File: src/common/src_sram_pkg.sv
// Sizes are fixed here; channel count must stay a power of two so every channel ID is valid
`default_nettype none

package src_sram_pkg;

    // ========================================
    // Sizes
    // ========================================

    // Channels in the controller
    localparam int NUM_CHANNELS = 4;
    // Beat width in bits
    localparam int DATA_WIDTH = 32;
    // Beats of storage per channel
    localparam int SRAM_DEPTH = 16;
    // Holds 0 through SRAM_DEPTH inclusive
    localparam int COUNT_WIDTH = 5;
    // log2 of NUM_CHANNELS
    localparam int CHAN_ID_WIDTH = 2;
    // Allocation and claim request size
    localparam int SIZE_WIDTH = 8;
    // FIFO address, log2 of SRAM_DEPTH
    localparam int PTR_WIDTH = 4;

    // ========================================
    // Vector types
    // ========================================

    typedef logic [DATA_WIDTH-1:0]    data_t;
    typedef logic [CHAN_ID_WIDTH-1:0] chan_id_t;
    typedef logic [COUNT_WIDTH-1:0]   count_t;
    typedef logic [SIZE_WIDTH-1:0]    size_t;
    typedef logic [PTR_WIDTH-1:0]     ptr_t;

endpackage

`default_nettype wire

File: src/channel_unit/space_tracker.sv
// Assumes wr only while fill_ready and pop only while data is presented; outputs lag events by one cycle
`timescale 1ns/1ps
`default_nettype none

module space_tracker (
    input  wire logic                 clk,
    input  wire logic                 reset,
    input  wire logic                 alloc_req,
    input  wire src_sram_pkg::size_t  alloc_size,
    input  wire logic                 claim_req,
    input  wire src_sram_pkg::size_t  claim_size,
    input  wire logic                 wr,
    input  wire logic                 pop,
    output logic                      fill_ready,
    output src_sram_pkg::count_t      space_free,
    output src_sram_pkg::count_t      data_avail
);

    // Current counters
    src_sram_pkg::count_t occ_q;
    src_sram_pkg::count_t res_q;
    src_sram_pkg::count_t claim_q;

    // Next-state terms
    src_sram_pkg::count_t occ_d;
    src_sram_pkg::count_t res_dec;
    src_sram_pkg::count_t res_room;
    src_sram_pkg::count_t res_d;
    src_sram_pkg::count_t claim_dec;
    src_sram_pkg::count_t claim_room;
    src_sram_pkg::count_t claim_d;

    // ========================================
    // Counter update
    // ========================================

    always_comb begin
        occ_d = occ_q + src_sram_pkg::count_t'(wr) - src_sram_pkg::count_t'(pop);

        // A write consumes one reserved beat, if any
        res_dec = (wr && res_q != '0) ? res_q - src_sram_pkg::count_t'(1) : res_q;
        // Room left so that space free stays at or above zero
        res_room = src_sram_pkg::count_t'(src_sram_pkg::SRAM_DEPTH) - occ_d - res_dec;
        res_d = res_dec;
        if (alloc_req) begin
            if (alloc_size > src_sram_pkg::size_t'(res_room)) begin
                res_d = res_dec + res_room;
            end else begin
                res_d = res_dec + src_sram_pkg::count_t'(alloc_size);
            end
        end

        // A pop retires one claimed beat, if any
        claim_dec = (pop && claim_q != '0) ? claim_q - src_sram_pkg::count_t'(1) : claim_q;
        // Claims never exceed occupancy
        claim_room = occ_d - claim_dec;
        claim_d = claim_dec;
        if (claim_req) begin
            if (claim_size > src_sram_pkg::size_t'(claim_room)) begin
                claim_d = occ_d;
            end else begin
                claim_d = claim_dec + src_sram_pkg::count_t'(claim_size);
            end
        end
    end

    always_ff @(posedge clk) begin
        if (reset) begin
            occ_q      <= '0;
            res_q      <= '0;
            claim_q    <= '0;
            space_free <= src_sram_pkg::count_t'(src_sram_pkg::SRAM_DEPTH);
            data_avail <= '0;
        end else begin
            occ_q      <= occ_d;
            res_q      <= res_d;
            claim_q    <= claim_d;
            // Caps above keep both differences non-negative
            space_free <= src_sram_pkg::count_t'(src_sram_pkg::SRAM_DEPTH) - occ_d - res_d;
            data_avail <= occ_d - claim_d;
        end
    end

    // Not full while occupancy is below depth
    assign fill_ready = (occ_q < src_sram_pkg::count_t'(src_sram_pkg::SRAM_DEPTH));

endmodule

`default_nettype wire

File: src/channel_unit/channel_fifo.sv
// Writer must respect fill_ready so the FIFO never overflows; rd_data is valid the cycle after rd
`timescale 1ns/1ps
`default_nettype none

module channel_fifo (
    input  wire logic                 clk,
    input  wire logic                 reset,
    input  wire logic                 wr,
    input  wire src_sram_pkg::data_t  wr_data,
    input  wire logic                 rd,
    output src_sram_pkg::data_t       rd_data,
    output logic                      empty
);

    // ========================================
    // Storage and pointers
    // ========================================

    src_sram_pkg::data_t mem [src_sram_pkg::SRAM_DEPTH];

    src_sram_pkg::ptr_t   wr_ptr;
    src_sram_pkg::ptr_t   rd_ptr;
    // Beats held, 0 through SRAM_DEPTH
    src_sram_pkg::count_t level;

    // Read only when something is stored
    logic rd_en;

    assign empty = (level == '0);
    assign rd_en = rd & ~empty;

    // Pointers wrap naturally at SRAM_DEPTH
    always_ff @(posedge clk) begin
        if (reset) begin
            wr_ptr <= '0;
            rd_ptr <= '0;
            level  <= '0;
        end else begin
            if (wr) begin
                wr_ptr <= wr_ptr + src_sram_pkg::ptr_t'(1);
            end
            if (rd_en) begin
                rd_ptr <= rd_ptr + src_sram_pkg::ptr_t'(1);
            end
            // Simultaneous write and read leaves level unchanged
            level <= level + src_sram_pkg::count_t'(wr) - src_sram_pkg::count_t'(rd_en);
        end
    end

    // Write port
    always_ff @(posedge clk) begin
        if (wr) begin
            mem[wr_ptr] <= wr_data;
        end
    end

    // Registered read port, one cycle of latency
    always_ff @(posedge clk) begin
        if (rd_en) begin
            rd_data <= mem[rd_ptr];
        end
    end

endmodule

`default_nettype wire

File: src/channel_unit/latency_bridge.sv
// Two held beats plus one read in flight at most; out_data is meaningful only while out_valid
`timescale 1ns/1ps
`default_nettype none

module latency_bridge (
    input  wire logic                 clk,
    input  wire logic                 reset,
    input  wire logic                 fifo_empty,
    output logic                      fifo_rd,
    input  wire src_sram_pkg::data_t  fifo_data,
    output logic                      out_valid,
    input  wire logic                 out_ready,
    output src_sram_pkg::data_t       out_data
);

    // Held beats, slot 0 is the oldest
    src_sram_pkg::data_t slot0;
    src_sram_pkg::data_t slot1;
    logic [1:0]          held_q;
    // FIFO read issued last cycle, data arrives now
    logic                pending_q;

    logic       pop;
    logic [1:0] held_after_pop;

    assign pop            = out_ready & out_valid;
    assign held_after_pop = held_q - {1'b0, pop};

    // Issue ahead while fewer than two beats are committed
    assign fifo_rd = ~fifo_empty & ((held_after_pop + {1'b0, pending_q}) < 2'd2);

    // ========================================
    // Control state
    // ========================================

    always_ff @(posedge clk) begin
        if (reset) begin
            held_q    <= '0;
            pending_q <= 1'b0;
        end else begin
            held_q    <= held_after_pop + {1'b0, pending_q};
            pending_q <= fifo_rd;
        end
    end

    // Data slots; shift on pop, then capture at the first free slot
    always_ff @(posedge clk) begin
        if (pop) begin
            slot0 <= slot1;
        end
        if (pending_q) begin
            if (held_after_pop == 2'd0) begin
                slot0 <= fifo_data;
            end else begin
                slot1 <= fifo_data;
            end
        end
    end

    assign out_valid = (held_q != 2'd0);
    assign out_data  = slot0;

endmodule

`default_nettype wire

File: src/channel_unit/src_channel_unit.sv
// One channel; drain_ready is treated as a pop only while drain_valid is high
`timescale 1ns/1ps
`default_nettype none

module src_channel_unit (
    input  wire logic                 clk,
    input  wire logic                 reset,
    // Fill side
    input  wire logic                 fill_valid,
    output logic                      fill_ready,
    input  wire src_sram_pkg::data_t  fill_data,
    input  wire logic                 alloc_req,
    input  wire src_sram_pkg::size_t  alloc_size,
    output src_sram_pkg::count_t      space_free,
    // Drain side
    input  wire logic                 drain_req,
    input  wire src_sram_pkg::size_t  drain_size,
    output src_sram_pkg::count_t      data_avail,
    output logic                      drain_valid,
    input  wire logic                 drain_ready,
    output src_sram_pkg::data_t       drain_data
);

    // Beat accepted into storage this cycle
    logic fill_wr;
    // Beat leaving the bridge this cycle
    logic pop;

    // FIFO to bridge handshake
    logic                fifo_rd;
    logic                fifo_empty;
    src_sram_pkg::data_t fifo_rd_data;

    assign fill_wr = fill_valid & fill_ready;
    assign pop     = drain_ready & drain_valid;

    // Counters; occupancy spans FIFO, read in flight and bridge
    space_tracker u_tracker (
        .clk        (clk),
        .reset      (reset),
        .alloc_req  (alloc_req),
        .alloc_size (alloc_size),
        .claim_req  (drain_req),
        .claim_size (drain_size),
        .wr         (fill_wr),
        .pop        (pop),
        .fill_ready (fill_ready),
        .space_free (space_free),
        .data_avail (data_avail)
    );

    // Storage
    channel_fifo u_fifo (
        .clk     (clk),
        .reset   (reset),
        .wr      (fill_wr),
        .wr_data (fill_data),
        .rd      (fifo_rd),
        .rd_data (fifo_rd_data),
        .empty   (fifo_empty)
    );

    // Hides the registered FIFO read
    latency_bridge u_bridge (
        .clk        (clk),
        .reset      (reset),
        .fifo_empty (fifo_empty),
        .fifo_rd    (fifo_rd),
        .fifo_data  (fifo_rd_data),
        .out_valid  (drain_valid),
        .out_ready  (pop),
        .out_data   (drain_data)
    );

endmodule

`default_nettype wire

File: src/source/src_sram_controller.sv
// Raise drain_read only while the addressed drain_valid is high; outputs mux by ID
`timescale 1ns/1ps
`default_nettype none

module src_sram_controller (
    input  wire logic clk,
    input  wire logic reset,

    // Fill allocation from the read engine
    input  wire logic                      fill_alloc_req,
    input  wire src_sram_pkg::size_t       fill_alloc_size,
    input  wire src_sram_pkg::chan_id_t    fill_alloc_id,
    output src_sram_pkg::count_t [src_sram_pkg::NUM_CHANNELS-1:0] fill_space_free,

    // Fill data, one shared port tagged by channel
    input  wire logic                      fill_valid,
    output logic                           fill_ready,
    input  wire src_sram_pkg::chan_id_t    fill_id,
    input  wire src_sram_pkg::data_t       fill_data,

    // Drain flow control from the network master
    output src_sram_pkg::count_t [src_sram_pkg::NUM_CHANNELS-1:0] drain_data_avail,
    input  wire logic [src_sram_pkg::NUM_CHANNELS-1:0]            drain_req,
    input  wire src_sram_pkg::size_t [src_sram_pkg::NUM_CHANNELS-1:0] drain_size,

    // Drain data, one shared read port selected by channel
    output logic [src_sram_pkg::NUM_CHANNELS-1:0] drain_valid,
    input  wire logic                      drain_read,
    input  wire src_sram_pkg::chan_id_t    drain_id,
    output src_sram_pkg::data_t            drain_data
);

    // ========================================
    // Channel decode and output select
    // ========================================

    // One-hot strobes, one bit per channel
    logic [src_sram_pkg::NUM_CHANNELS-1:0] fill_valid_sel;
    logic [src_sram_pkg::NUM_CHANNELS-1:0] alloc_req_sel;
    logic [src_sram_pkg::NUM_CHANNELS-1:0] drain_read_sel;

    // Per-channel results before the ID mux
    logic [src_sram_pkg::NUM_CHANNELS-1:0]               fill_ready_ch;
    src_sram_pkg::data_t [src_sram_pkg::NUM_CHANNELS-1:0] drain_data_ch;

    // Channel count is a power of two, so any ID lands on a real channel
    always_comb begin
        fill_valid_sel = '0;
        alloc_req_sel  = '0;
        drain_read_sel = '0;
        fill_valid_sel[fill_id]       = fill_valid;
        alloc_req_sel[fill_alloc_id]  = fill_alloc_req;
        drain_read_sel[drain_id]      = drain_read;
    end

    // Ready and head beat of the addressed channel
    assign fill_ready = fill_ready_ch[fill_id];
    assign drain_data = drain_data_ch[drain_id];

    // ========================================
    // Channel units
    // ========================================

    for (genvar i = 0; i < src_sram_pkg::NUM_CHANNELS; i++) begin : gen_channel
        src_channel_unit u_channel (
            .clk         (clk),
            .reset       (reset),
            .fill_valid  (fill_valid_sel[i]),
            .fill_ready  (fill_ready_ch[i]),
            .fill_data   (fill_data),
            .alloc_req   (alloc_req_sel[i]),
            .alloc_size  (fill_alloc_size),
            .space_free  (fill_space_free[i]),
            .drain_req   (drain_req[i]),
            .drain_size  (drain_size[i]),
            .data_avail  (drain_data_avail[i]),
            .drain_valid (drain_valid[i]),
            .drain_ready (drain_read_sel[i]),
            .drain_data  (drain_data_ch[i])
        );
    end

endmodule

`default_nettype wire

File: config.mk
export PLATFORM = sky130hd
export DESIGN_NAME = src_sram_controller
export DESIGN_NICKNAME = d
export VERILOG_FILES = /design/src/common/src_sram_pkg.sv /design/src/channel_unit/space_tracker.sv /design/src/channel_unit/channel_fifo.sv /design/src/channel_unit/latency_bridge.sv /design/src/channel_unit/src_channel_unit.sv /design/src/source/src_sram_controller.sv
export SDC_FILE = /design/constraint.sdc
export NUM_CORES = 2
export LEC_CHECK = 0
export ABC_AREA = 1
export BUFFER_PORTS_ARGS = -buffer_cell sky130_fd_sc_hd__buf_2
export CELL_PAD_IN_SITES_DETAIL_PLACEMENT = 0
export CELL_PAD_IN_SITES_GLOBAL_PLACEMENT = 2
export CORE_ASPECT_RATIO = 1.2
export CORE_MARGIN = 10
export CORE_UTILIZATION = 40
export DETAILED_ROUTE_END_ITERATION = 8
export PLACE_DENSITY_LB_ADDON = 0.1
export SLEW_MARGIN = 20
export SYNTH_ARGS = -nofsm -noshare
export SYNTH_HDL_FRONTEND = slang
export SYNTH_SLANG_ARGS = --single-unit
File: constraint.sdc
create_clock -name clk -period 6.7 [get_ports clk]
set_input_delay 0.67 -clock clk [delete_from_list [all_inputs] [get_ports clk]]
set_output_delay 0.67 -clock clk [all_outputs]
set_load 0.03 [all_outputs]
==> impl_metrics.ini <==
[critical_path]
setup.worst_path.class = reg2reg
critPathSlowestCell = fa_1
worst_setup_path_end_kind = register
crit_arrival_ns = 7.02
r2r_setup_slack_ns = 0.38
critPathMaxFanout = 5
cp-startpoint = gen_channel[2].u_channel.u_bridge.held_q[1]
cp.depth = 36
worstRegToRegCells = 36
crit_family = adder cells
worstSetupStartpointType = register
crit_buf_inv = 6
slowest_delay_ns = 0.54
required_ns = 7.39
worstReg2RegStart = gen_channel[2].u_channel.u_bridge.held_q[1]
r2r-end = gen_channel[2].u_channel.u_tracker.space_free[4]
endpoint = gen_channel[2].u_channel.u_tracker.space_free[4]

[power_and_ir_drop]
vdd_drop_max_uv = 274
clkPwrFrac = 0.276
internal_power_w = 0.0352
swShare = 0.354
pwr-share-seq = 0.383
power.density_mw_per_mm2 = 447
power.switching_w = 0.0193
p_leak_nw = 42.2
combPwrFrac = 0.341

[floorplan]
num_rows = 207
ios = 164
initial_core_util = 0.401
coreArea_mm2 = 0.265
die_y_um = 584
die_w_um = 490
dieArea_mm2 = 0.286

[job]
maxCapViolations = 0

[yosys]
avgSynthCellArea_um2 = 12.8
synth_area_leaders = edfxtp_1 (65%), dfxtp_1 (5.5%), nor2_1 (4.4%), o21ai_0 (4.3%), o221ai_1 (3.3%)
yosys_register_bits = 2596
yosys_warnings = 0
yosysTopAreaCell = edfxtp_1
syn-cell-area_mm2 = 0.106
ys_seq_area_frac = 0.707
syn-num-nets = 8647
synth_top_area_share = 0.652
async_flop_share = 0
syn_inst = 8318
ys_top_cells_by_count = edfxtp_1 (2304), nor2_1 (1241), o21ai_0 (922), nand2_1 (737), clkbuf_1 (442)
yosysUniqueCellTypes = 54
synth_most_common_cell = edfxtp_1
dominantRegCellSynth = edfxtp_1
synth_edf_count = 2304

[sta]
timing.hold.ws_ns = 0.208
clock-skew-final_ns = 0.0321
tns_ns = 0
report.final.hold_viol_count = 0
fmax_mhz = 158
setup_viol = 0
fin_crit_sh = 0.944
finalMaxSlewViolations = 0
tightestPinTransition_ns = 1.30
max_slew_margin = 0.136
fin_crit_ns = 6.32

[outcome]
status = finished, final reports clean

[global_route]
grt_pass1_vias = 67700
grt.total_usage = 0.215
grt_pass1_wl_um = 461000
grt_overflow_total = 0
grt_max_degree = 227
grt_antenna_before_repair = 15

[clock_tree]
clk_pin_slew_ns = 0.07
worstSkewPairLatency_ns = 0.86
ctsLongestPathBuffers = 4
numCtsBuffers = 284
cts_root_buf = clkbuf_16
cts_hold_buf = 0
htreeDepth = 5
numClockSinks = 2596
cts_tree = built

[routing]
wirelength_um = 318000
drc = 0
antenna_left = 0
drt-pass1-iter-count = 5
viasPerCell = 5.50
via_count = 68200
drt_iter0_drc = 5120
wl_per_cell_um = 25.6

[finish]
stdcell_area_mm2 = 0.122
nNetsFinal = 8950
syn2layout_area_growth_pct = 14.7
nFillCells = 23900
drive_gt1_frac = 0.123

[placement]
dpl.hpwl_um = 177000
port_buffers = 163
place_area_mm2 = 0.113
gp_congestion = 0.797

[min_path]
hold_path_class = in2reg
holdCritStartpoint = drain_req[1]
hold_depth = 3
==> placed cells by master (no fill, tap or decap), types with 17 or more instances in the layout <==
| master | instances |
|---|---|
| a21oi_1 | 124 |
| a22oi_1 | 32 |
| a31oi_1 | 132 |
| buf_2 | 162 |
| buf_4 | 350 |
| clkbuf_1 | 79 |
| clkbuf_16 | 294 |
| clkinv_1 | 42 |
| clkinv_2 | 42 |
| dfxtp_1 | 278 |
| diode_2 | 20 |
| edfxtp_1 | 2304 |
| fa_1 | 27 |
| ha_1 | 206 |
| inv_1 | 347 |
| mux2i_1 | 205 |
| nand2_1 | 727 |
| nand3_1 | 329 |
| nand4_1 | 17 |
| nor2_1 | 1174 |
| nor2_4 | 67 |
| nor3_1 | 36 |
| o211ai_1 | 120 |
| o21ai_0 | 907 |
| o21ai_1 | 26 |
| o221ai_1 | 398 |
| o22ai_1 | 75 |
| o32ai_1 | 39 |
| xnor2_1 | 32 |
| xor2_1 | 56 |
==> power by group through the flow <==
stage	Sequential [W]	Clock (W)	Combinational, W
floorplan	0.0207	0	0.0117
global placement	0.0212	0	0.0182
detailed placement	0.0212	0	0.0184
CTS	0.0209	0.0154	0.0184
global route	0.0210	0.0160	0.0209
finish	0.0209	0.0150	0.0186
==> flip-flops by register name, indices dropped and copies added (netlist names), 16 cells and up <==
signal,cells
gen_channel.u_channel.u_bridge.out_data,128
gen_channel.u_channel.u_bridge.slot1,128
gen_channel.u_channel.u_fifo.level,20
gen_channel.u_channel.u_fifo.rd_data,128
gen_channel.u_channel.u_tracker.space_free,20
gen_channel.u_channel.u_fifo.mem,2048
gen_channel.u_channel.u_fifo.rd_ptr,16
gen_channel.u_channel.u_tracker.data_avail,20
gen_channel.u_channel.u_tracker.res_q,20
gen_channel.u_channel.u_tracker.occ_q,20
gen_channel.u_channel.u_tracker.claim_q,20
gen_channel.u_channel.u_fifo.wr_ptr,16
==> through the flow <==
step	power, W	setup slack [ns]	cells	utilization
global route	0.0579	-0.0519	12400	0.460
global placement	0.0394	-0.404	11900	0.426
finish	0.0544	0.378	12400	0.460
floorplan	0.0324	-0.0156	8318	-
detailed placement	0.0396	-0.470	11900	0.426
CTS	0.0547	0.0231	12400	0.459
==> worst min-delay path: cells and delay by family <==
kind / cells / cell delay, ns
AO/OA/AOI/OAI: 2 / 0.21
buffers and inverters: 1 / 0.14
==> worst min path at each step <==
stage / slack [ns] / end
finish: 0.21 / gen_channel[1].u_channel.u_tracker.claim_q[0]
global route: 0.20 / gen_channel[1].u_channel.u_tracker.claim_q[0]
CTS: 0.14 / gen_channel[1].u_channel.u_tracker.claim_q[0]
detailed placement: 0.44 / gen_channel[2].u_channel.u_bridge.slot1[19]
global placement: 0.43 / gen_channel[1].u_channel.u_bridge.slot1[7]
floorplan: 0.43 / gen_channel[0].u_channel.u_bridge.slot1[0]
==> final cells by class <==
type,count,area [µm²],share of cell area
Timing Repair Buffer,518,3560,0.0292
Tap cell,3553,4450,0.0365
Antenna cell,20,50.0,0.000411
Sequential cell,2596,75100,0.616
Clock inverter,109,915,0.00751
Inverter,372,1420,0.0116
Clock buffer,386,7830,0.0643
Multi-Input combinational cell,4849,28500,0.234
==> kinds of logic after synthesis <==
| logic type | count (synthesis) | synth area share |
|---|---|---|
| AO/OA/AOI/OAI | 1894 | 0.111 |
| XOR/XNOR | 92 | 0.00766 |
| adder cells (fa/ha/maj) | 242 | 0.0308 |
| buffers and inverters | 873 | 0.0314 |
| flip-flops | 2596 | 0.707 |
| multiplexers | 205 | 0.0193 |
| AND/OR/NAND/NOR | 2416 | 0.0924 |
==> routing by layer <==
metal	GRT usage	routed length [µm]	vias up
li1	-	-	31400
met1	0.276	133000	34700
met2	0.375	158000	1719
met3	0.0272	15700	456
met4	0.0725	10500	0
met5	0	0	-
==> timing repair <==
item | CTS | global route
gates cloned | 0 | 0
gates resized for setup | 1 | 58
setup buffers | 0 | 4
setup endpoints to repair | 1 | 9
pin swaps | 0 | 18
Note: power is estimated with default switching activity, not from simulation.
